### src/design/pe_pkg.sv
package pe_pkg;

  typedef logic [31:0] word_t;

  // ========================================
  // address map
  // ========================================
  localparam word_t BOOT_BASE = 32'h0000_0000;
  localparam word_t BOOT_LAST = 32'h1fff_ffff;
  localparam word_t RAM_BASE  = 32'h4000_0000;
  localparam word_t RAM_LAST  = 32'h5fff_ffff;
  localparam word_t DMA_BASE  = 32'h2000_0000;
  localparam word_t DMA_LAST  = 32'h2000_0024;

  // dma register offsets from DMA_BASE
  localparam int REG_OFF_W = 6;
  localparam logic [REG_OFF_W-1:0] REG_NODE_ID   = 6'h00;
  localparam logic [REG_OFF_W-1:0] REG_SEND_DEST = 6'h04;
  localparam logic [REG_OFF_W-1:0] REG_SEND_ADDR = 6'h08;
  localparam logic [REG_OFF_W-1:0] REG_SEND_SIZE = 6'h0c;
  localparam logic [REG_OFF_W-1:0] REG_SEND_CMD  = 6'h10;
  localparam logic [REG_OFF_W-1:0] REG_STATUS    = 6'h14;
  localparam logic [REG_OFF_W-1:0] REG_RECV_ADDR = 6'h18;
  localparam logic [REG_OFF_W-1:0] REG_RECV_PTR  = 6'h1c;
  localparam logic [REG_OFF_W-1:0] REG_RECV_SIZE = 6'h20;
  localparam logic [REG_OFF_W-1:0] REG_RECV_CMD  = 6'h24;

  // ========================================
  // flits
  // ========================================
  typedef struct packed {
    logic [7:0]  dest_x;
    logic [7:0]  dest_y;
    logic [15:0] size;
  } flit_header_t;

  // first flit of a packet is a header, the rest are payload
  typedef union packed {
    flit_header_t header;
    word_t        payload;
  } flit_t;

  // ========================================
  // dma register block <-> engine
  // ========================================
  typedef struct packed {
    logic [15:0] send_dest;
    word_t       send_addr;
    logic [15:0] send_size;
    logic        send_start;
    word_t       recv_addr;
    logic        recv_arm;
  } dma_cfg_t;

  typedef struct packed {
    logic        send_busy;
    logic        recv_busy;
    logic        recv_done;
    word_t       recv_ptr;
    logic [15:0] recv_size;
  } dma_stat_t;

  // the core sees the register window big-endian
  function automatic word_t swap_bytes(word_t w);
    return {w[7:0], w[15:8], w[23:16], w[31:24]};
  endfunction

endpackage

### src/design/dma_regs.sv
`timescale 1ns/1ps

module dma_regs #(
  parameter logic [15:0] NODE_ID = 16'h0000
) (
  input  logic                           clock,
  input  logic                           reset,
  input  logic                           sel_i,
  input  logic                           we_i,
  input  logic [pe_pkg::REG_OFF_W-1:0]   off_i,
  input  pe_pkg::word_t                  wdata_i,
  output pe_pkg::word_t                  rdata_o,
  output pe_pkg::dma_cfg_t               cfg_o,
  input  pe_pkg::dma_stat_t              stat_i
);

  import pe_pkg::*;

  word_t send_cmd_q;
  word_t recv_cmd_q;
  logic  wr;
  logic  rd;

  assign wr = sel_i && we_i;
  assign rd = sel_i && !we_i;

  // ========================================
  // writes and command pulses
  // ========================================
  always_ff @(posedge clock) begin
    if (!reset) begin
      cfg_o      <= '0;
      send_cmd_q <= '0;
      recv_cmd_q <= '0;
    end else begin
      cfg_o.send_start <= 1'b0;
      cfg_o.recv_arm   <= 1'b0;
      if (wr) begin
        case (off_i)
          REG_SEND_DEST: cfg_o.send_dest <= wdata_i[15:0];
          REG_SEND_ADDR: cfg_o.send_addr <= wdata_i;
          REG_SEND_SIZE: cfg_o.send_size <= wdata_i[15:0];
          REG_SEND_CMD: begin
            send_cmd_q <= wdata_i;
            // a packet in flight keeps its config
            cfg_o.send_start <= (wdata_i != '0) && !stat_i.send_busy;
          end
          REG_RECV_ADDR: cfg_o.recv_addr <= wdata_i;
          REG_RECV_CMD: begin
            recv_cmd_q     <= wdata_i;
            cfg_o.recv_arm <= (wdata_i != '0);
          end
          default: ;
        endcase
      end
    end
  end

  // ========================================
  // readback
  // ========================================
  always_ff @(posedge clock) begin
    if (rd) begin
      case (off_i)
        REG_NODE_ID:   rdata_o <= {16'h0, NODE_ID};
        REG_SEND_DEST: rdata_o <= {16'h0, cfg_o.send_dest};
        REG_SEND_ADDR: rdata_o <= cfg_o.send_addr;
        REG_SEND_SIZE: rdata_o <= {16'h0, cfg_o.send_size};
        REG_SEND_CMD:  rdata_o <= send_cmd_q;
        // send busy in the upper nibble, receive flags below
        REG_STATUS: begin
          rdata_o <= {27'h0, stat_i.send_busy, 2'b00, stat_i.recv_done, stat_i.recv_busy};
        end
        REG_RECV_ADDR: rdata_o <= cfg_o.recv_addr;
        REG_RECV_PTR:  rdata_o <= stat_i.recv_ptr;
        REG_RECV_SIZE: rdata_o <= {16'h0, stat_i.recv_size};
        REG_RECV_CMD:  rdata_o <= recv_cmd_q;
        default:       rdata_o <= '0;
      endcase
    end
  end

endmodule

### config.mk
export PLATFORM = sky130hd
export DESIGN_NAME = dma_regs
export DESIGN_NICKNAME = d
export VERILOG_FILES = /design/src/design/pe_pkg.sv /design/src/design/dma_regs.sv
export SDC_FILE = /design/constraint.sdc
export NUM_CORES = 1
export LEC_CHECK = 0
export BUFFER_PORTS_ARGS = -buffer_cell sky130_fd_sc_hd__buf_2
export CAP_MARGIN = 20
export CORE_MARGIN = 2
export CORE_UTILIZATION = 45
export CTS_BUF_LIST = sky130_fd_sc_hd__clkbuf_4 sky130_fd_sc_hd__clkbuf_8
export CTS_CLUSTER_SIZE = 40
export DETAILED_ROUTE_END_ITERATION = 8
export GPL_ROUTABILITY_DRIVEN = 0
export GPL_TIMING_DRIVEN = 0
export PLACE_DENSITY_LB_ADDON = 0.2
export SLEW_MARGIN = 25
export SYNTH_ARGS = -nofsm -noshare
export SYNTH_HDL_FRONTEND = slang
export SYNTH_SLANG_ARGS = --single-unit
### constraint.sdc
create_clock -name clock -period 2.1 [get_ports clock]
set_input_delay 0.105 -clock clock [delete_from_list [all_inputs] [get_ports clock]]
set_output_delay 0.105 -clock clock [all_outputs]
set_load 0.01 [all_outputs]
==> impl_metrics.toml <==
[run_status]
status = "finished, final reports clean"

[timing]
hold_viol = 0
post-route-period-util_pct = 94.62
finalMaxSlewViolations = 0
rsz0062_at_grt = "false"
worst_slack_ns = 0.1130
whs_ns = 0.01992
fmax_mhz = 503.3
worst-slew-pin-transition_ns = 1.023
skew_ns = 0.01123
relSlewSlack_pct = 31.20
finalSetupViolations = 0
min_period_ns = 1.987

[pwr]
leakage_nw = 4.210
peakVddDrop_uv = 414.5
p_per_area_nw_per_um2 = 636.5

[route]
vias = 8405
drc = 0
viasPerCell = 5.652
drtIter0Drc = 953
post_drt_wl_per_cell_um = 21.15
totalWireLength_um = 31450
antenna_left = 0
drt_first_pass_iters = 9

[place]
dp_slack_ns = -0.7195
place_inst = 1410
place_area_um2 = 9953
io_buffer_count = 221
dp_hpwl_um = 21560

[synthesis]
synth_nets = 1046
synth_compound_area_share_pct = 19.59
ys_ff_latch = 194
yosys.area_share.adder_pct = 0
ys_seq_area_share_pct = 49.42
synthTopCellsByCount = "328 x nand2_1, 162 x dfxtp_1, 125 x a21boi_0"
synth_warnings = 0
synth_cell_types = 42
yosys.area_share.simple_pct = 21.89
synthMuxAreaShare_pct = 5.560
synthCells = 953
synth_area_um2 = 8507
avgSynthCellArea_um2 = 8.926
synth.most_common_cell = "nand2_1"
ys.flop_type = "dfxtp_1"
synth_top_family_by_area = "simple AND/OR/NAND/NOR gates"
ys_top_cells_by_area = "dfxtp_1 38%, nand2_1 14%, edfxtp_1 11%"
netlist.area_leader.share_pct = 38.12
synth_top_area_cell = "dfxtp_1"
synth_edf_count = 32
async_flop_share_pct = 0
synth_xor_xnor_area_share_pct = 0

[grt]
grt_pass1_vias = 8033
grt_pass1_wl_um = 46350
antenna_found_initial = 0
grt_max_degree = 19
grt.overflow.total = 0
grt_usage_pct = 31.06

[die]
dieHeight_um = 141.5
rows = 50
die-area_um2 = 20020
design.core.area_um2 = 18640
ioPinCount = 223
die_x_um = 141.5
start_util_pct = 45.63

[cells_and_area]
diodes = 0
post-route-util_pct = 57.99
fillers = 1733
final_cells = 1487
drive_gt1_share_pct = 24.02
post-route-cell-area_um2 = 10810
syn_to_final_growth_pct = 27.09
finalNetCount = 1333

[cts]
cts_tree = "done"
numCtsBuffers = 17
clk_path_buf_depth = 2
insertion_delay_ns = 0.48
cts_max_level = 4
cts_root_buffer = "clkbuf_8"
clock-sinks = 194
clk_pin_slew_ns = 0.09
cts_setup_buffers = 0

[setup_path]
cp.arrival_ns = 2.33
crit_type = "in2reg"
required_ns = 2.44
cp-end-kind = "register"
setup.worst_path.start_class = "input pin"
cp_max_fo = 10

[hold_path]
holdCritPathClass = "in2reg"

[flow_run]
max_cap_viol_count = 0
## stage by stage
step / total power [mW] / setup TNS (ns)
floorplan: 4.123 / 0
global placement: 4.415 / -73.17
detailed placement: 4.423 / -29.47
CTS: 6.898 / 0
global route: 7.062 / 0
finish: 6.882 / 0
## report_power, final
group	total [mW]	leakage [nW]	internal (mW)	switching [mW]
combinational	0.595	2.44	0.258	0.337
sequential	3.82	1.57	3.81	0.0130
clock	2.47	0.197	1.08	1.38
## sequential cells by signal (all words and copies together), names as in the netlist
signal	count
cfg_o	98
rdata_o	32
recv_cmd_q	32
send_cmd_q	32
## routing by layer
layer	vias to the layer above	track usage [%]	routed length (µm)
met5	-	0	0
met4	0	12.21	994
met3	66	7.189	3106
met2	472	50.64	14450
met1	3958	40.14	12890
li1	3909	-	-
## cells by family after synthesis
kind of cell,Yosys count
AO/OA/AOI/OAI,215
buffers and inverters,75
flip-flops,194
multiplexers,43
AND/OR/NAND/NOR,426
## critical path, cell delays in order
cell and delay [ns]:
buf_2 0.13, or4_1 0.53, clkbuf_1 0.30, nor2_2 0.46, clkbuf_1 0.55, nand2_1 0.15
nand2_1 0.10
## cell usage in the layout, fill, tap and decap left out, types with 3 or more instances in the layout
| cell | Yosys | final |
|---|---|---|
| a21boi_0 | 125 | 125 |
| a21boi_1 | 19 | 19 |
| a21oi_1 | 16 | 16 |
| a221oi_1 | 8 | 8 |
| a222oi_1 | 31 | 31 |
| a22oi_1 | 11 | 11 |
| buf_2 | 4 | 225 |
| clkbuf_1 | 65 | 62 |
| clkbuf_2 | 0 | 4 |
| clkbuf_8 | 0 | 17 |
| clkinv_2 | 0 | 4 |
| clkinv_4 | 0 | 3 |
| dfxtp_1 | 162 | 162 |
| dlygate4sd3_1 | 0 | 45 |
| edfxtp_1 | 32 | 32 |
| mux2_2 | 24 | 24 |
| mux2i_1 | 18 | 18 |
| nand2_1 | 328 | 328 |
| nand3_1 | 11 | 11 |
| nand3b_1 | 22 | 22 |
| nor2_1 | 8 | 6 |
| nor2b_1 | 19 | 18 |
| nor3_1 | 9 | 7 |
| nor3_2 | 1 | 3 |
| nor4_1 | 8 | 8 |
## area by class of cell
| class | instances | area (µm²) | share of cell area, % |
|---|---|---|---|
| flip-flops and latches | 194 | 4204 | 38.88 |
| clock inverters | 13 | 136.4 | 1.261 |
| inverters | 1 | 3.754 | 0.03472 |
| multi-input cells | 684 | 4024 | 37.22 |
| clock buffers | 19 | 249.0 | 2.303 |
| repair buffers | 268 | 1592 | 14.72 |
| plain buffers | 74 | 310.3 | 2.870 |
| well taps | 234 | 292.8 | 2.708 |
## timing repair
action / in CTS / in global routing
pin swaps: 0 / 0
endpoints found under the setup margin: 25 / 13
hold endpoints to repair: 161 / 0
hold buffers: 45 / 0
resized for setup: 6 / 5
## final timing paths
kind                        from  cells past startpoint              to  slack, ns
setup / recovery        off_i[1]                      7     rdata_o[18]       0.11
hold reg to reg   recv_cmd_q[24]                      2  recv_cmd_q[24]       0.46
setup reg to reg        cfg_o[3]                      3      rdata_o[2]       0.62
hold / removal         stat_i[0]                      3      rdata_o[0]       0.02
No activity file was read; power rests on OpenSTA's default activity.
