### config.mk
export PLATFORM = sky130hd
export DESIGN_NAME = pe_bus_decoder
export DESIGN_NICKNAME = d
export VERILOG_FILES = /design/src/design/pe_pkg.sv /design/src/design/pe_bus_decoder.sv
export SDC_FILE = /design/constraint.sdc
export NUM_CORES = 1
export LEC_CHECK = 0
export ABC_AREA = 1
export CAP_MARGIN = 10
export CORE_AREA = 2 2 111 113
export CTS_CLUSTER_SIZE = 8
export DETAILED_ROUTE_END_ITERATION = 8
export DIE_AREA = 0 0 113 115
export DONT_BUFFER_PORTS = 1
export GPL_ROUTABILITY_DRIVEN = 0
export PLACE_DENSITY = 0.33
export SKIP_CTS_REPAIR_TIMING = 1
export SYNTH_ARGS = -nofsm -noshare
export SYNTH_HDL_FRONTEND = slang
export SYNTH_SLANG_ARGS = --single-unit
### constraint.sdc
create_clock -name clock -period 1.2 [get_ports clock]
set_clock_uncertainty 0.1 [all_clocks]
set_input_delay 0.18 -clock clock [delete_from_list [all_inputs] [get_ports clock]]
set_output_delay 0.18 -clock clock [all_outputs]
set_load 0.02 [all_outputs]
### src/design/pe_pkg.sv
package pe_pkg;

  typedef logic [31:0] word_t;

  // ========================================
  // address map
  // ========================================
  localparam word_t BOOT_BASE = 32'h0000_0000;
  localparam word_t BOOT_LAST = 32'h1fff_ffff;
  localparam word_t RAM_BASE  = 32'h4000_0000;
  localparam word_t RAM_LAST  = 32'h5fff_ffff;
  localparam word_t DMA_BASE  = 32'h2000_0000;
  localparam word_t DMA_LAST  = 32'h2000_0024;

  // dma register offsets from DMA_BASE
  localparam int REG_OFF_W = 6;
  localparam logic [REG_OFF_W-1:0] REG_NODE_ID   = 6'h00;
  localparam logic [REG_OFF_W-1:0] REG_SEND_DEST = 6'h04;
  localparam logic [REG_OFF_W-1:0] REG_SEND_ADDR = 6'h08;
  localparam logic [REG_OFF_W-1:0] REG_SEND_SIZE = 6'h0c;
  localparam logic [REG_OFF_W-1:0] REG_SEND_CMD  = 6'h10;
  localparam logic [REG_OFF_W-1:0] REG_STATUS    = 6'h14;
  localparam logic [REG_OFF_W-1:0] REG_RECV_ADDR = 6'h18;
  localparam logic [REG_OFF_W-1:0] REG_RECV_PTR  = 6'h1c;
  localparam logic [REG_OFF_W-1:0] REG_RECV_SIZE = 6'h20;
  localparam logic [REG_OFF_W-1:0] REG_RECV_CMD  = 6'h24;

  // ========================================
  // flits
  // ========================================
  typedef struct packed {
    logic [7:0]  dest_x;
    logic [7:0]  dest_y;
    logic [15:0] size;
  } flit_header_t;

  // first flit of a packet is a header, the rest are payload
  typedef union packed {
    flit_header_t header;
    word_t        payload;
  } flit_t;

  // ========================================
  // dma register block <-> engine
  // ========================================
  typedef struct packed {
    logic [15:0] send_dest;
    word_t       send_addr;
    logic [15:0] send_size;
    logic        send_start;
    word_t       recv_addr;
    logic        recv_arm;
  } dma_cfg_t;

  typedef struct packed {
    logic        send_busy;
    logic        recv_busy;
    logic        recv_done;
    word_t       recv_ptr;
    logic [15:0] recv_size;
  } dma_stat_t;

  // the core sees the register window big-endian
  function automatic word_t swap_bytes(word_t w);
    return {w[7:0], w[15:8], w[23:16], w[31:24]};
  endfunction

endpackage

### src/design/pe_bus_decoder.sv
`timescale 1ns/1ps

module pe_bus_decoder #(
  parameter int unsigned RAM_WORDS  = 1024,
  parameter int unsigned BOOT_WORDS = 16
) (
  input  logic                            clock,
  input  logic                            reset,
  input  logic                            wb_cyc_i,
  input  logic                            wb_stb_i,
  input  logic                            wb_we_i,
  input  pe_pkg::word_t                   wb_adr_i,
  input  pe_pkg::word_t                   wb_dat_i,
  output pe_pkg::word_t                   wb_dat_o,
  output logic                            wb_ack_o,
  output logic                            wb_err_o,
  output logic                            ram_en_o,
  output logic                            ram_we_o,
  output logic [$clog2(RAM_WORDS)-1:0]    ram_idx_o,
  output pe_pkg::word_t                   ram_wdata_o,
  input  pe_pkg::word_t                   ram_rdata_i,
  output logic                            rom_en_o,
  output logic [$clog2(BOOT_WORDS)-1:0]   rom_idx_o,
  input  pe_pkg::word_t                   rom_rdata_i,
  output logic                            reg_sel_o,
  output logic                            reg_we_o,
  output logic [pe_pkg::REG_OFF_W-1:0]    reg_off_o,
  output pe_pkg::word_t                   reg_wdata_o,
  input  pe_pkg::word_t                   reg_rdata_i
);

  import pe_pkg::*;

  localparam int RAM_IW  = $clog2(RAM_WORDS);
  localparam int BOOT_IW = $clog2(BOOT_WORDS);

  typedef enum logic [1:0] {SRC_NONE, SRC_RAM, SRC_ROM, SRC_DMA} src_e;

  src_e                 src_n;
  src_e                 src_q;
  logic                 req;
  word_t                adr_al;
  word_t                word_idx;
  logic [REG_OFF_W-1:0] off;

  function automatic logic in_range(word_t adr, word_t base, word_t last);
    return (adr - base) <= (last - base);
  endfunction

  // new request only, the cycle being answered is still on the bus
  assign req      = wb_cyc_i && wb_stb_i && !wb_ack_o && !wb_err_o;
  assign adr_al   = {wb_adr_i[31:2], 2'b00};
  assign word_idx = wb_adr_i >> 2;
  assign off      = adr_al[REG_OFF_W-1:0];

  // region decode, SRC_NONE means err
  always_comb begin
    src_n = SRC_NONE;
    if (in_range(adr_al, RAM_BASE, RAM_LAST)) begin
      src_n = SRC_RAM;
    end else if (in_range(adr_al, BOOT_BASE, BOOT_LAST)) begin
      if (!wb_we_i) begin
        src_n = SRC_ROM;
      end
    end else if (in_range(adr_al, DMA_BASE, DMA_LAST)) begin
      if (off inside {REG_NODE_ID, REG_SEND_DEST, REG_SEND_ADDR, REG_SEND_SIZE,
                      REG_SEND_CMD, REG_STATUS, REG_RECV_ADDR, REG_RECV_PTR,
                      REG_RECV_SIZE, REG_RECV_CMD}) begin
        src_n = SRC_DMA;
      end
    end
  end

  // ========================================
  // target requests
  // ========================================
  assign ram_en_o    = req && (src_n == SRC_RAM);
  assign ram_we_o    = wb_we_i;
  assign ram_idx_o   = RAM_IW'(word_idx % RAM_WORDS);
  assign ram_wdata_o = wb_dat_i;

  assign rom_en_o  = req && (src_n == SRC_ROM);
  assign rom_idx_o = BOOT_IW'(word_idx % BOOT_WORDS);

  assign reg_sel_o   = req && (src_n == SRC_DMA);
  assign reg_we_o    = wb_we_i;
  assign reg_off_o   = off;
  assign reg_wdata_o = swap_bytes(wb_dat_i);

  always_ff @(posedge clock) begin
    if (!reset) begin
      wb_ack_o <= 1'b0;
      wb_err_o <= 1'b0;
      src_q    <= SRC_NONE;
    end else begin
      wb_ack_o <= req && (src_n != SRC_NONE);
      wb_err_o <= req && (src_n == SRC_NONE);
      src_q    <= req ? src_n : SRC_NONE;
    end
  end

  // read data lines up with ack
  always_comb begin
    case (src_q)
      SRC_RAM: wb_dat_o = ram_rdata_i;
      SRC_ROM: wb_dat_o = rom_rdata_i;
      SRC_DMA: wb_dat_o = swap_bytes(reg_rdata_i);
      default: wb_dat_o = '0;
    endcase
  end

  a_ack_err_excl: assert property (@(posedge clock) disable iff (!reset)
    !(wb_ack_o && wb_err_o));

  a_answer_in_cycle: assert property (@(posedge clock) disable iff (!reset)
    (wb_ack_o || wb_err_o) |-> wb_cyc_i);

endmodule

==> impl_metrics.env <==
export IMPL_status="complete, but fails checks"
export IMPL_failed_checks="DRC, setup timing"
export IMPL_syn_area_um2=1690
export IMPL_r2r_cells=7
export IMPL_flow_area_growth_from_synthesis_pct=10.7
export IMPL_max_clock_freq_mhz=681
export IMPL_sinks_on_clock_net=4
export IMPL_critical_path_endpoint_type="output pin"
export IMPL_die_area_um2=13000
export IMPL_crit_type="flop to output pin"
export IMPL_layout_cells_most_common="nand2_1"
export IMPL_avgSynthCellArea_um2=5.42
export IMPL_initial_antenna_violation_count=0
export IMPL_drtIter0Drc=65
export IMPL_worstHoldPathCells=2
export IMPL_vias_per_cell=4.19
export IMPL_worst_hold_startpoint="reset"
export IMPL_global_route_usage_total_pct=6.80
export IMPL_layoutNonFillerInstCount=385
export IMPL_power_total_w=0.000815
export IMPL_placement_row_count=40
export IMPL_clock_root_buffer="clkbuf_16"
export IMPL_synth_ff_latch_count=4
export IMPL_power_frac_clock_pct=62.5
export IMPL_cp_depth=5
export IMPL_clock_tree_htree_level_count=1
export IMPL_drtAntennaViolNets=0
export IMPL_final_core_utilization_pct=15.8
export IMPL_cts_tree="done"
export IMPL_switching_power_of_the_nets_w=0.000188
export IMPL_sw_frac_of_total_pct=23.1
export IMPL_path_clk_slew_ns=0.03
export IMPL_initial_utilization_pct=14.3
export IMPL_layout_nets=406
export IMPL_report_final_setup_viol=35
export IMPL_synthesis_yosys_warnings=0
export IMPL_ys_seq_area_share_pct=4.74
export IMPL_max_cap_viol_count=0
export IMPL_cp_max_fo=25
export IMPL_wire_length_of_the_first_global_routing_pass_mm=6.80
export IMPL_wirelength_mm=6.08
export IMPL_rsz_0062_raised_after_global_routing="true"
export IMPL_netlist_cell_type_count=20
export IMPL_power_density_over_cell_area_nw_per_um2=436
export IMPL_fin_tns_setup_ns=-7.89
export IMPL_critPathArrivalTime_ns=1.19
export IMPL_cp_top_family="simple AND/OR/NAND/NOR gates"
export IMPL_r2r_end="src_q[1]$_SDFF_PN0_"
export IMPL_worst_hold_path_endpoint="wb_err_o$_SDFF_PN0_"
export IMPL_placeableCoreArea_um2=11800
export IMPL_vdd_ir_drop_worst_v=0.000421
export IMPL_max_clock_path_buffers=2
export IMPL_drt_pre_antenna_iters=8
export IMPL_cpPeakStageDelay_ns=0.33
export IMPL_routed_via_count=1615
export IMPL_most_common_layout_cells="94 x nand2_1, 24 x nand3_2, 18 x nand2_2, 17 x inv_1, 14 x nor2_1"
export IMPL_drive_gt1_share_pct=40.3
export IMPL_wl_per_cell_um=15.8
export IMPL_grt_pass1_vias=1361
export IMPL_required_ns=0.92
export IMPL_floorplan_die_height_um=115
export IMPL_hpwl_mm=4.61
export IMPL_post_route_min_period_ns=1.47
export IMPL_insertion_delay_ns=0.22
export IMPL_hold_violations=0
export IMPL_hold_path_class="input port to flop"
export IMPL_final_setup_worst_slack_ns=-0.268
export IMPL_critical_path_slowest_cell="dfxtp_2"
export IMPL_critPathBufInv=2
export IMPL_power_leakage_nw=0.936
export IMPL_worstReg2RegStart="wb_err_o$_SDFF_PN0_"
export IMPL_diodes=0
export IMPL_die_w_um=113
export IMPL_setup_reg_to_reg_worst_slack_ns=0.11
export IMPL_top_level_ports=288
export IMPL_gr_total_overflow=0
export IMPL_cts_made_buffers=3
export IMPL_seq_power_share_pct=17.1
export IMPL_holdWs_ns=0.0297
export IMPL_crit_path_cell_trace="inv_2, nor2_4, buf_12, nand2_1, nand3_2"
export IMPL_comb_power_share_pct=20.5
export IMPL_layout_worst_path_cycle_share_pct=122
export IMPL_placed_cells=378
export IMPL_startpoint_type="flop"
export IMPL_buffer_ports_inserted=0
export IMPL_power_report_internal_total_w=0.000627
export IMPL_timing_final_max_slew_violations=0
export IMPL_fillCellCount=1328
export IMPL_grt_start_max_net_pins=26
export IMPL_synthesis_instances=312
export IMPL_number_of_remaining_drc_errors=19
-- metrics by stage --
| step | setup slack, ns | cell area [µm²] |
|---|---|---|
| final | -0.268 | 1870 |
| after detailed placement | -0.183 | 1400 |
| after CTS | -0.420 | 1480 |
| after global placement | -0.160 | 1400 |
| after floorplan | -0.101 | 1770 |
| after global routing | -0.338 | 1870 |
-- worst max-delay path by stage --
stage                   startpoint           to  slack [ns]
3_5_place_dp   src_q[0]$_SDFF_PN0_  wb_dat_o[8]       -0.18
4_1_cts        src_q[0]$_SDFF_PN0_  wb_dat_o[8]       -0.42
6_report       src_q[0]$_SDFF_PN0_  wb_dat_o[5]       -0.27
5_1_grt        src_q[0]$_SDFF_PN0_  wb_dat_o[9]       -0.34
2_1_floorplan         wb_adr_i[29]    reg_sel_o       -0.10
3_3_place_gp          wb_adr_i[29]    reg_sel_o       -0.16
-- flip-flops by register name, indices dropped and copies added, names as in the netlist --
register / count
src_q: 2
wb_ack_o: 1
wb_err_o: 1
-- cell usage after synthesis (all sizes together) --
| master | count | area, µm² |
|---|---|---|
| a21oi | 2 | 10.0 |
| buf | 95 | 691 |
| conb | 1 | 3.75 |
| dfxtp | 4 | 80.1 |
| ha | 1 | 12.5 |
| inv | 25 | 93.8 |
| nand2 | 112 | 423 |
| nand3 | 43 | 230 |
| nand3b | 1 | 7.51 |
| nand4 | 3 | 18.8 |
| nor2 | 21 | 98.8 |
| nor3 | 2 | 10.0 |
| nor4 | 1 | 6.26 |
| o21ai | 1 | 5.00 |
-- power by group through the flow --
stage               sequential [W]  combinational (W)  clock, W
global route              0.000139           0.000183  0.000531
finish                    0.000139           0.000167  0.000510
global placement          0.000139           0.000145         0
floorplan                 0.000142           0.000523         0
CTS                       0.000138           0.000147  0.000519
detailed placement        0.000140           0.000146         0
-- worst reg2reg max path: stages (launching register included) --
cell and delay, ns:
dfxtp_2 0.32, nor2_4 0.12, nand3_2 0.11, inv_2 0.08
nand2_2 0.07, inv_2 0.06, nand2_1 0.05, a21oi_2 0.11
-- cell families after synthesis --
group	after synthesis	share of synthesized area (%)
compound gates	3	0.888
buf+inv	120	46.4
other cells	1	0.222
flops	4	4.74
simple gates	183	47.0
fa+ha+maj	1	0.740
-- metal layers --
| layer | global-route usage [%] | vias to the layer above | wire length [µm] | share of wire, % |
|---|---|---|---|---|
| met5 | 0 | - | 0 | 0 |
| met4 | 1.38 | 0 | 188 | 3.1 |
| met3 | 2.85 | 14 | 730 | 12 |
| met2 | 12.5 | 163 | 3190 | 52 |
| met1 | 7.34 | 712 | 1970 | 32 |
| li1 | - | 726 | - | - |
-- cell type report --
cell class | instances | area (µm²) | share of cell area, %
timing repair buffer | 17 | 223 | 11.9
tap | 147 | 184 | 9.83
inverter | 25 | 119 | 6.35
multi-input combinational | 189 | 1190 | 63.4
clock buffer | 3 | 75.1 | 4.01
sequential | 4 | 83.8 | 4.48
(Power assumes the default switching activity.)
