[config.mk]
export PLATFORM = sky130hd
export DESIGN_NAME = dma_engine
export DESIGN_NICKNAME = d
export VERILOG_FILES = /design/src/design/pe_pkg.sv /design/src/design/dma_engine.sv
export SDC_FILE = /design/constraint.sdc
export NUM_CORES = 1
export LEC_CHECK = 0
export ABC_AREA = 1
export BUFFER_PORTS_ARGS = -buffer_cell sky130_fd_sc_hd__buf_2
export CAP_MARGIN = 0
export CORE_UTILIZATION = 47
export CTS_CLUSTER_DIAMETER = 120
export CTS_CLUSTER_SIZE = 30
export DETAILED_ROUTE_END_ITERATION = 8
export GPL_ROUTABILITY_DRIVEN = 0
export HOLD_SLACK_MARGIN = 0.08
export PLACE_DENSITY = 0.78
export SLEW_MARGIN = 10
export SYNTH_ARGS = -nofsm -noshare
export SYNTH_HDL_FRONTEND = slang
export SYNTH_SLANG_ARGS = --single-unit
[constraint.sdc]
create_clock -name clock -period 2.1 [get_ports clock]
set_clock_uncertainty 0.1 [all_clocks]
set_input_delay 0.315 -clock clock [delete_from_list [all_inputs] [get_ports clock]]
set_output_delay 0.315 -clock clock [all_outputs]
set_load 0.01 [all_outputs]
[src/design/pe_pkg.sv]
package pe_pkg;

  typedef logic [31:0] word_t;

  // ========================================
  // address map
  // ========================================
  localparam word_t BOOT_BASE = 32'h0000_0000;
  localparam word_t BOOT_LAST = 32'h1fff_ffff;
  localparam word_t RAM_BASE  = 32'h4000_0000;
  localparam word_t RAM_LAST  = 32'h5fff_ffff;
  localparam word_t DMA_BASE  = 32'h2000_0000;
  localparam word_t DMA_LAST  = 32'h2000_0024;

  // dma register offsets from DMA_BASE
  localparam int REG_OFF_W = 6;
  localparam logic [REG_OFF_W-1:0] REG_NODE_ID   = 6'h00;
  localparam logic [REG_OFF_W-1:0] REG_SEND_DEST = 6'h04;
  localparam logic [REG_OFF_W-1:0] REG_SEND_ADDR = 6'h08;
  localparam logic [REG_OFF_W-1:0] REG_SEND_SIZE = 6'h0c;
  localparam logic [REG_OFF_W-1:0] REG_SEND_CMD  = 6'h10;
  localparam logic [REG_OFF_W-1:0] REG_STATUS    = 6'h14;
  localparam logic [REG_OFF_W-1:0] REG_RECV_ADDR = 6'h18;
  localparam logic [REG_OFF_W-1:0] REG_RECV_PTR  = 6'h1c;
  localparam logic [REG_OFF_W-1:0] REG_RECV_SIZE = 6'h20;
  localparam logic [REG_OFF_W-1:0] REG_RECV_CMD  = 6'h24;

  // ========================================
  // flits
  // ========================================
  typedef struct packed {
    logic [7:0]  dest_x;
    logic [7:0]  dest_y;
    logic [15:0] size;
  } flit_header_t;

  // first flit of a packet is a header, the rest are payload
  typedef union packed {
    flit_header_t header;
    word_t        payload;
  } flit_t;

  // ========================================
  // dma register block <-> engine
  // ========================================
  typedef struct packed {
    logic [15:0] send_dest;
    word_t       send_addr;
    logic [15:0] send_size;
    logic        send_start;
    word_t       recv_addr;
    logic        recv_arm;
  } dma_cfg_t;

  typedef struct packed {
    logic        send_busy;
    logic        recv_busy;
    logic        recv_done;
    word_t       recv_ptr;
    logic [15:0] recv_size;
  } dma_stat_t;

  // the core sees the register window big-endian
  function automatic word_t swap_bytes(word_t w);
    return {w[7:0], w[15:8], w[23:16], w[31:24]};
  endfunction

endpackage

[src/design/dma_engine.sv]
`timescale 1ns/1ps

module dma_engine #(
  parameter int unsigned RAM_WORDS = 1024
) (
  input  logic                            clock,
  input  logic                            reset,
  input  pe_pkg::dma_cfg_t                cfg_i,
  output pe_pkg::dma_stat_t               stat_o,
  output logic                            ram_en_o,
  output logic                            ram_we_o,
  output logic [$clog2(RAM_WORDS)-1:0]    ram_idx_o,
  output pe_pkg::word_t                   ram_wdata_o,
  input  pe_pkg::word_t                   ram_rdata_i,
  output pe_pkg::flit_t                   tx_flit_o,
  output logic                            tx_valid_o,
  input  logic                            tx_credit_i,
  input  pe_pkg::flit_t                   rx_flit_i,
  input  logic                            rx_valid_i,
  output logic                            rx_credit_o,
  output logic [1:0]                      irq_o
);

  import pe_pkg::*;

  localparam int RAM_IW = $clog2(RAM_WORDS);

  typedef enum logic [1:0] {S_IDLE, S_HDR, S_DATA} send_e;
  typedef enum logic [1:0] {R_IDLE, R_HDR, R_DATA} recv_e;

  send_e       sstate;
  recv_e       rstate;

  // send side
  word_t       rd_ptr;
  logic [15:0] rd_left;
  logic        rd_want;
  logic        rd_issue;
  logic        rd_pend;
  word_t       hold_q;
  logic        hold_v;
  logic        hold_v_n;
  flit_t       tx_q;
  logic        tx_v;
  logic        tx_fire;
  logic        tx_load;
  logic        send_end;
  logic        irq_send_q;

  // receive side
  word_t       rx_ptr;
  logic [15:0] rx_left;
  logic [15:0] rx_size;
  logic        rx_done;
  logic        rx_fire;
  logic        rx_wr;

  assign rx_credit_o = (rstate != R_IDLE);
  assign rx_fire     = rx_valid_i && rx_credit_o;
  assign rx_wr       = rx_fire && (rstate == R_DATA);

  assign tx_fire  = tx_v && tx_credit_i;
  assign tx_load  = !tx_v || tx_fire;
  // a word back from ram goes straight to tx if it is free, else into hold
  assign hold_v_n = rd_pend ? (hold_v || !tx_load) : (hold_v && !tx_load);
  // only read when the hold word is sure to be free for the answer
  assign rd_want  = (sstate != S_IDLE) && (rd_left != '0);
  assign rd_issue = rd_want && !hold_v_n && !rx_wr;
  assign send_end = (sstate == S_DATA) && (rd_left == '0) && !rd_pend && !hold_v && tx_load;

  // ========================================
  // ram port a, receive first
  // ========================================
  assign ram_en_o    = rx_wr || rd_issue;
  assign ram_we_o    = rx_wr;
  assign ram_idx_o   = rx_wr ? RAM_IW'(rx_ptr % RAM_WORDS) : RAM_IW'(rd_ptr % RAM_WORDS);
  assign ram_wdata_o = rx_flit_i.payload;

  // ========================================
  // send FSM
  // ========================================
  always_ff @(posedge clock) begin
    if (!reset) begin
      sstate     <= S_IDLE;
      rd_ptr     <= '0;
      rd_left    <= '0;
      rd_pend    <= 1'b0;
      hold_v     <= 1'b0;
      tx_v       <= 1'b0;
      irq_send_q <= 1'b0;
    end else begin
      rd_pend    <= rd_issue;
      hold_v     <= hold_v_n;
      irq_send_q <= send_end;
      if (rd_issue) begin
        rd_ptr  <= rd_ptr + 1'b1;
        rd_left <= rd_left - 1'b1;
      end
      case (sstate)
        S_IDLE: begin
          if (cfg_i.send_start) begin
            rd_ptr  <= cfg_i.send_addr;
            rd_left <= cfg_i.send_size;
            sstate  <= S_HDR;
          end
        end
        S_HDR: begin
          tx_v   <= 1'b1;
          sstate <= S_DATA;
        end
        S_DATA: begin
          if (tx_load) begin
            tx_v <= hold_v || rd_pend;
          end
          if (send_end) begin
            sstate <= S_IDLE;
          end
        end
        default: sstate <= S_IDLE;
      endcase
    end
  end

  // flit and hold words
  always_ff @(posedge clock) begin
    if (sstate == S_HDR) begin
      // rd_left still holds the full size here
      tx_q.header <= '{dest_x: cfg_i.send_dest[7:0], dest_y: cfg_i.send_dest[15:8],
                       size: rd_left};
    end else if (tx_load) begin
      tx_q.payload <= hold_v ? hold_q : ram_rdata_i;
    end
    if (rd_pend && (hold_v || !tx_load)) begin
      hold_q <= ram_rdata_i;
    end
  end

  // ========================================
  // receive FSM
  // ========================================
  always_ff @(posedge clock) begin
    if (!reset) begin
      rstate  <= R_IDLE;
      rx_ptr  <= '0;
      rx_left <= '0;
      rx_size <= '0;
      rx_done <= 1'b0;
    end else begin
      case (rstate)
        R_IDLE: begin
          if (cfg_i.recv_arm) begin
            rx_ptr  <= cfg_i.recv_addr;
            rx_done <= 1'b0;
            rstate  <= R_HDR;
          end
        end
        R_HDR: begin
          if (rx_fire) begin
            rx_size <= rx_flit_i.header.size;
            rx_left <= rx_flit_i.header.size;
            if (rx_flit_i.header.size == '0) begin
              rx_done <= 1'b1;
              rstate  <= R_IDLE;
            end else begin
              rstate <= R_DATA;
            end
          end
        end
        R_DATA: begin
          if (rx_fire) begin
            rx_ptr  <= rx_ptr + 1'b1;
            rx_left <= rx_left - 1'b1;
            if (rx_left == 16'd1) begin
              rx_done <= 1'b1;
              rstate  <= R_IDLE;
            end
          end
        end
        default: rstate <= R_IDLE;
      endcase
    end
  end

  assign tx_flit_o  = tx_q;
  assign tx_valid_o = tx_v;
  assign irq_o      = {rx_done, irq_send_q};

  assign stat_o = '{send_busy: (sstate != S_IDLE), recv_busy: (rstate != R_IDLE),
                    recv_done: rx_done, recv_ptr: rx_ptr, recv_size: rx_size};

  // a held flit waits unchanged for credit
  a_tx_stable: assert property (@(posedge clock) disable iff (!reset)
    (tx_valid_o && !tx_credit_i) |=> (tx_valid_o && $stable(tx_flit_o)));

endmodule

==> impl_metrics.json <==
{
  "rsz0062_at_grt": "yes",
  "cts_tree": "yes",
  "start_kind": "flip-flop",
  "critPathArrivalTime_ns": 1.73,
  "status": "finished, violations left",
  "final_common_cell": "nand2_1",
  "period_minus_slack_ns": 2.149,
  "drc": 0,
  "cellPowerDensity_nw_per_um2": 1114,
  "min_to": "rd_left[7]",
  "routedWlPerCell_um": 14.44,
  "final_cells": 1834,
  "syn_area_um2": 9360,
  "start_util": 0.4809,
  "grt-ovfl-total": 0,
  "synth_edf_count": 64,
  "p_leak_nw": 5.584,
  "synth_cell_types": 44,
  "grt_pass1_wl_um": 41660,
  "worstHoldPathType": "primary input to flip-flop",
  "endpoint_kind": "output pin",
  "setup_ws_ns": -0.04882,
  "period_share": 1.023,
  "relSlewSlack": 0.6859,
  "ys_seq_area_frac": 0.4171,
  "cts_root_buf": "clkbuf_16",
  "final_cell_mix": "nand2_1, buf_2, nor2_1, a21oi_1, inv_1",
  "yosys_warnings": 0,
  "placed_cell_area_um2": 10630,
  "buffer_ports.inserted": 242,
  "rr_endpoint": "rx_left[10]",
  "cts.sinks": 163,
  "layout.nets": 1730,
  "r2r-start": "rstate[0]",
  "setup_viol": 10,
  "min_path_cells": 5,
  "syn_nets": 1474,
  "wl_met3_um": 1890,
  "totalWireLength_um": 26490,
  "crit_path_max_fanout": 8,
  "cap_viol_max_count": 0,
  "r2r_setup_slack_ns": 0.12,
  "viasPerCell": 5.183,
  "drt.antenna.violating_nets": 0,
  "met2_wirelength_um": 12700,
  "wl_met1_um": 11220,
  "die_y_um": 143.1,
  "cts_buffers": 17,
  "drive_above_1_share": 0.2513,
  "ys_ff_latch": 163,
  "dr.max_layer_used": "met4",
  "vdd_ir_drop_max_uv": 860.0,
  "first_global_vias": 8780,
  "clk_pin_slew_ns": 0.08,
  "avgSynthCellArea_um2": 7.206,
  "fmax_ghz": 0.4654,
  "rr_worst_depth": 10,
  "worstMarginPinSlew_ns": 0.4712,
  "maxSlewViolCount": 0,
  "setup_tns_ns": -0.3258,
  "clk-insertion-delay-late_ns": 0.43,
  "hpwl_um": 17870,
  "die_width_um": 143.1,
  "drt-pass1-iter-count": 5,
  "core_um2": 19460,
  "hold_viol_final": 0,
  "grt_usage": 0.2573,
  "die_area_um2": 20480,
  "async_flop_share": 0,
  "grt_start_max_net_pins": 62,
  "fin_area_um2": 11940,
  "placed_cells": 1744,
  "crit_required_ns": 1.68,
  "htreeDepth": 4,
  "rows": 51,
  "drt_iter0_drc": 734,
  "antenna_found_initial": 1,
  "critPathKind": "flip-flop to output pin",
  "ys.flop_type": "dfxtp_1",
  "num_vias": 9505,
  "syn_inst": 1299,
  "area_delta_synth_final_pct": 27.58,
  "ioPinCount": 297,
  "holdCritStartpoint": "cfg_i[41]",
  "ctsLongestPathBuffers": 2,
  "violations": "negative setup slack"
}
## layout make-up
cell class                 instances  area, µm²
antenna                            1      2.502
clock buffer                      17      425.4
clock inverter                    15      183.9
fill                            1704       7521
inverter                         127      503.0
multi-input combinational        916       4502
sequential                       163       3909
tap                              265      331.6
timing repair buffer             330       2085
## cell families (layout without fill, tap and decap cells)
group | count (synthesis) | count (layout) | synth area share
and+or+nand+nor | 635 | 635 | 0.2883
DFF | 163 | 163 | 0.4171
xor gates and xnor gates | 30 | 30 | 0.02807
adders and majority gates | 9 | 9 | 0.01203
other | 0 | 1 | 0
buffers and inverters | 220 | 489 | 0.1148
AOI/OAI and AO/OA | 242 | 242 | 0.1397
## cells in the mapped netlist, types with 6 or more instances
cell type / number / area share
nor3_1: 11 / 0.0059
nand2_1: 340 / 0.14
xor2_1: 25 / 0.023
buf_4: 40 / 0.032
dfxtp_1: 99 / 0.21
nand2_2: 24 / 0.016
or2_2: 6 / 0.0040
o21ai_1: 13 / 0.0070
edfxtp_1: 64 / 0.21
inv_1: 115 / 0.046
a21oi_1: 122 / 0.065
nand3b_1: 13 / 0.010
o21ai_0: 73 / 0.039
a211oi_1: 8 / 0.0064
nor2_1: 161 / 0.065
clkbuf_1: 32 / 0.013
nand3_1: 61 / 0.033
nand4_1: 6 / 0.0040
buf_2: 12 / 0.0064
ha_1: 9 / 0.012
a22oi_1: 14 / 0.011
## power by group
part           leakage [nW]  internal (W)  switching [W]  total, W
sequential             1.43       0.00388       0.000585   0.00446
clock                 0.294       0.00171        0.00150   0.00321
combinational          3.86       0.00222        0.00341   0.00563
## how the worst max path moves through the flow
stage / start / slack, ns / to
floorplan: rstate[0] / 0.08 / ram_idx_o[1]
global placement: rstate[1] / 0.1 / rx_left[14]
finish: rstate[0] / -0.05 / ram_idx_o[7]
CTS: rstate[1] / -0.11 / ram_idx_o[6]
global route: rstate[0] / -0.16 / ram_idx_o[1]
detailed placement: rstate[0] / 0.04 / rx_left[14]
## critical path, stage by stage, from the launching register on
cell and delay (ns):
dfxtp_2 0.36, inv_4 0.06, ha_4 0.17, inv_4 0.06
nand2_4 0.05, nor2_4 0.18, buf_12 0.18, nand2_4 0.05
o21ai_2 0.06, buf_2 0.14
## state kept, by name, summed over array words and instances (netlist names)
name / flops
rx_done: 1
rx_ptr: 32
rd_left: 16
rd_ptr: 10
rx_size: 16
tx_valid_o: 1
tx_flit_o: 32
rd_pend: 1
irq_send_q: 1
hold_q: 32
sstate: 2
rx_left: 16
rstate: 2
hold_v: 1
## per-stage QoR
| step | utilization | power, W | hold WS, ns | worst slack (ns) |
|---|---|---|---|---|
| finish | 0.6136 | 0.01330 | 0.08662 | -0.04882 |
| global route | 0.6134 | 0.01420 | 0.09567 | -0.1595 |
| CTS | 0.6088 | 0.01314 | 0.08125 | -0.1147 |
| detailed placement | 0.5460 | 0.009634 | 0.3558 | 0.04046 |
| global placement | 0.5460 | 0.009522 | 0.3496 | 0.09757 |
| floorplan | - | 0.008217 | 0.3139 | 0.08389 |
## routing by layer
metal | vias to the layer above | track usage
li1 | 4683 | -
met1 | 4346 | 0.3147
met2 | 417 | 0.4431
met3 | 59 | 0.04527
met4 | 0 | 0.1092
met5 | - | 0
## repair_timing
| item | 4_1_cts | 5_1_grt |
|---|---|---|
| gates cloned | 1 | 0 |
| setup buffers | 8 | 3 |
| hold buffers | 46 | 0 |
| gates resized for setup | 25 | 27 |
| hold endpoints to repair | 46 | 0 |
| endpoints found under the setup margin | 12 | 25 |
| pin swaps | 2 | 5 |
Power figures use the tool's default switching activity.
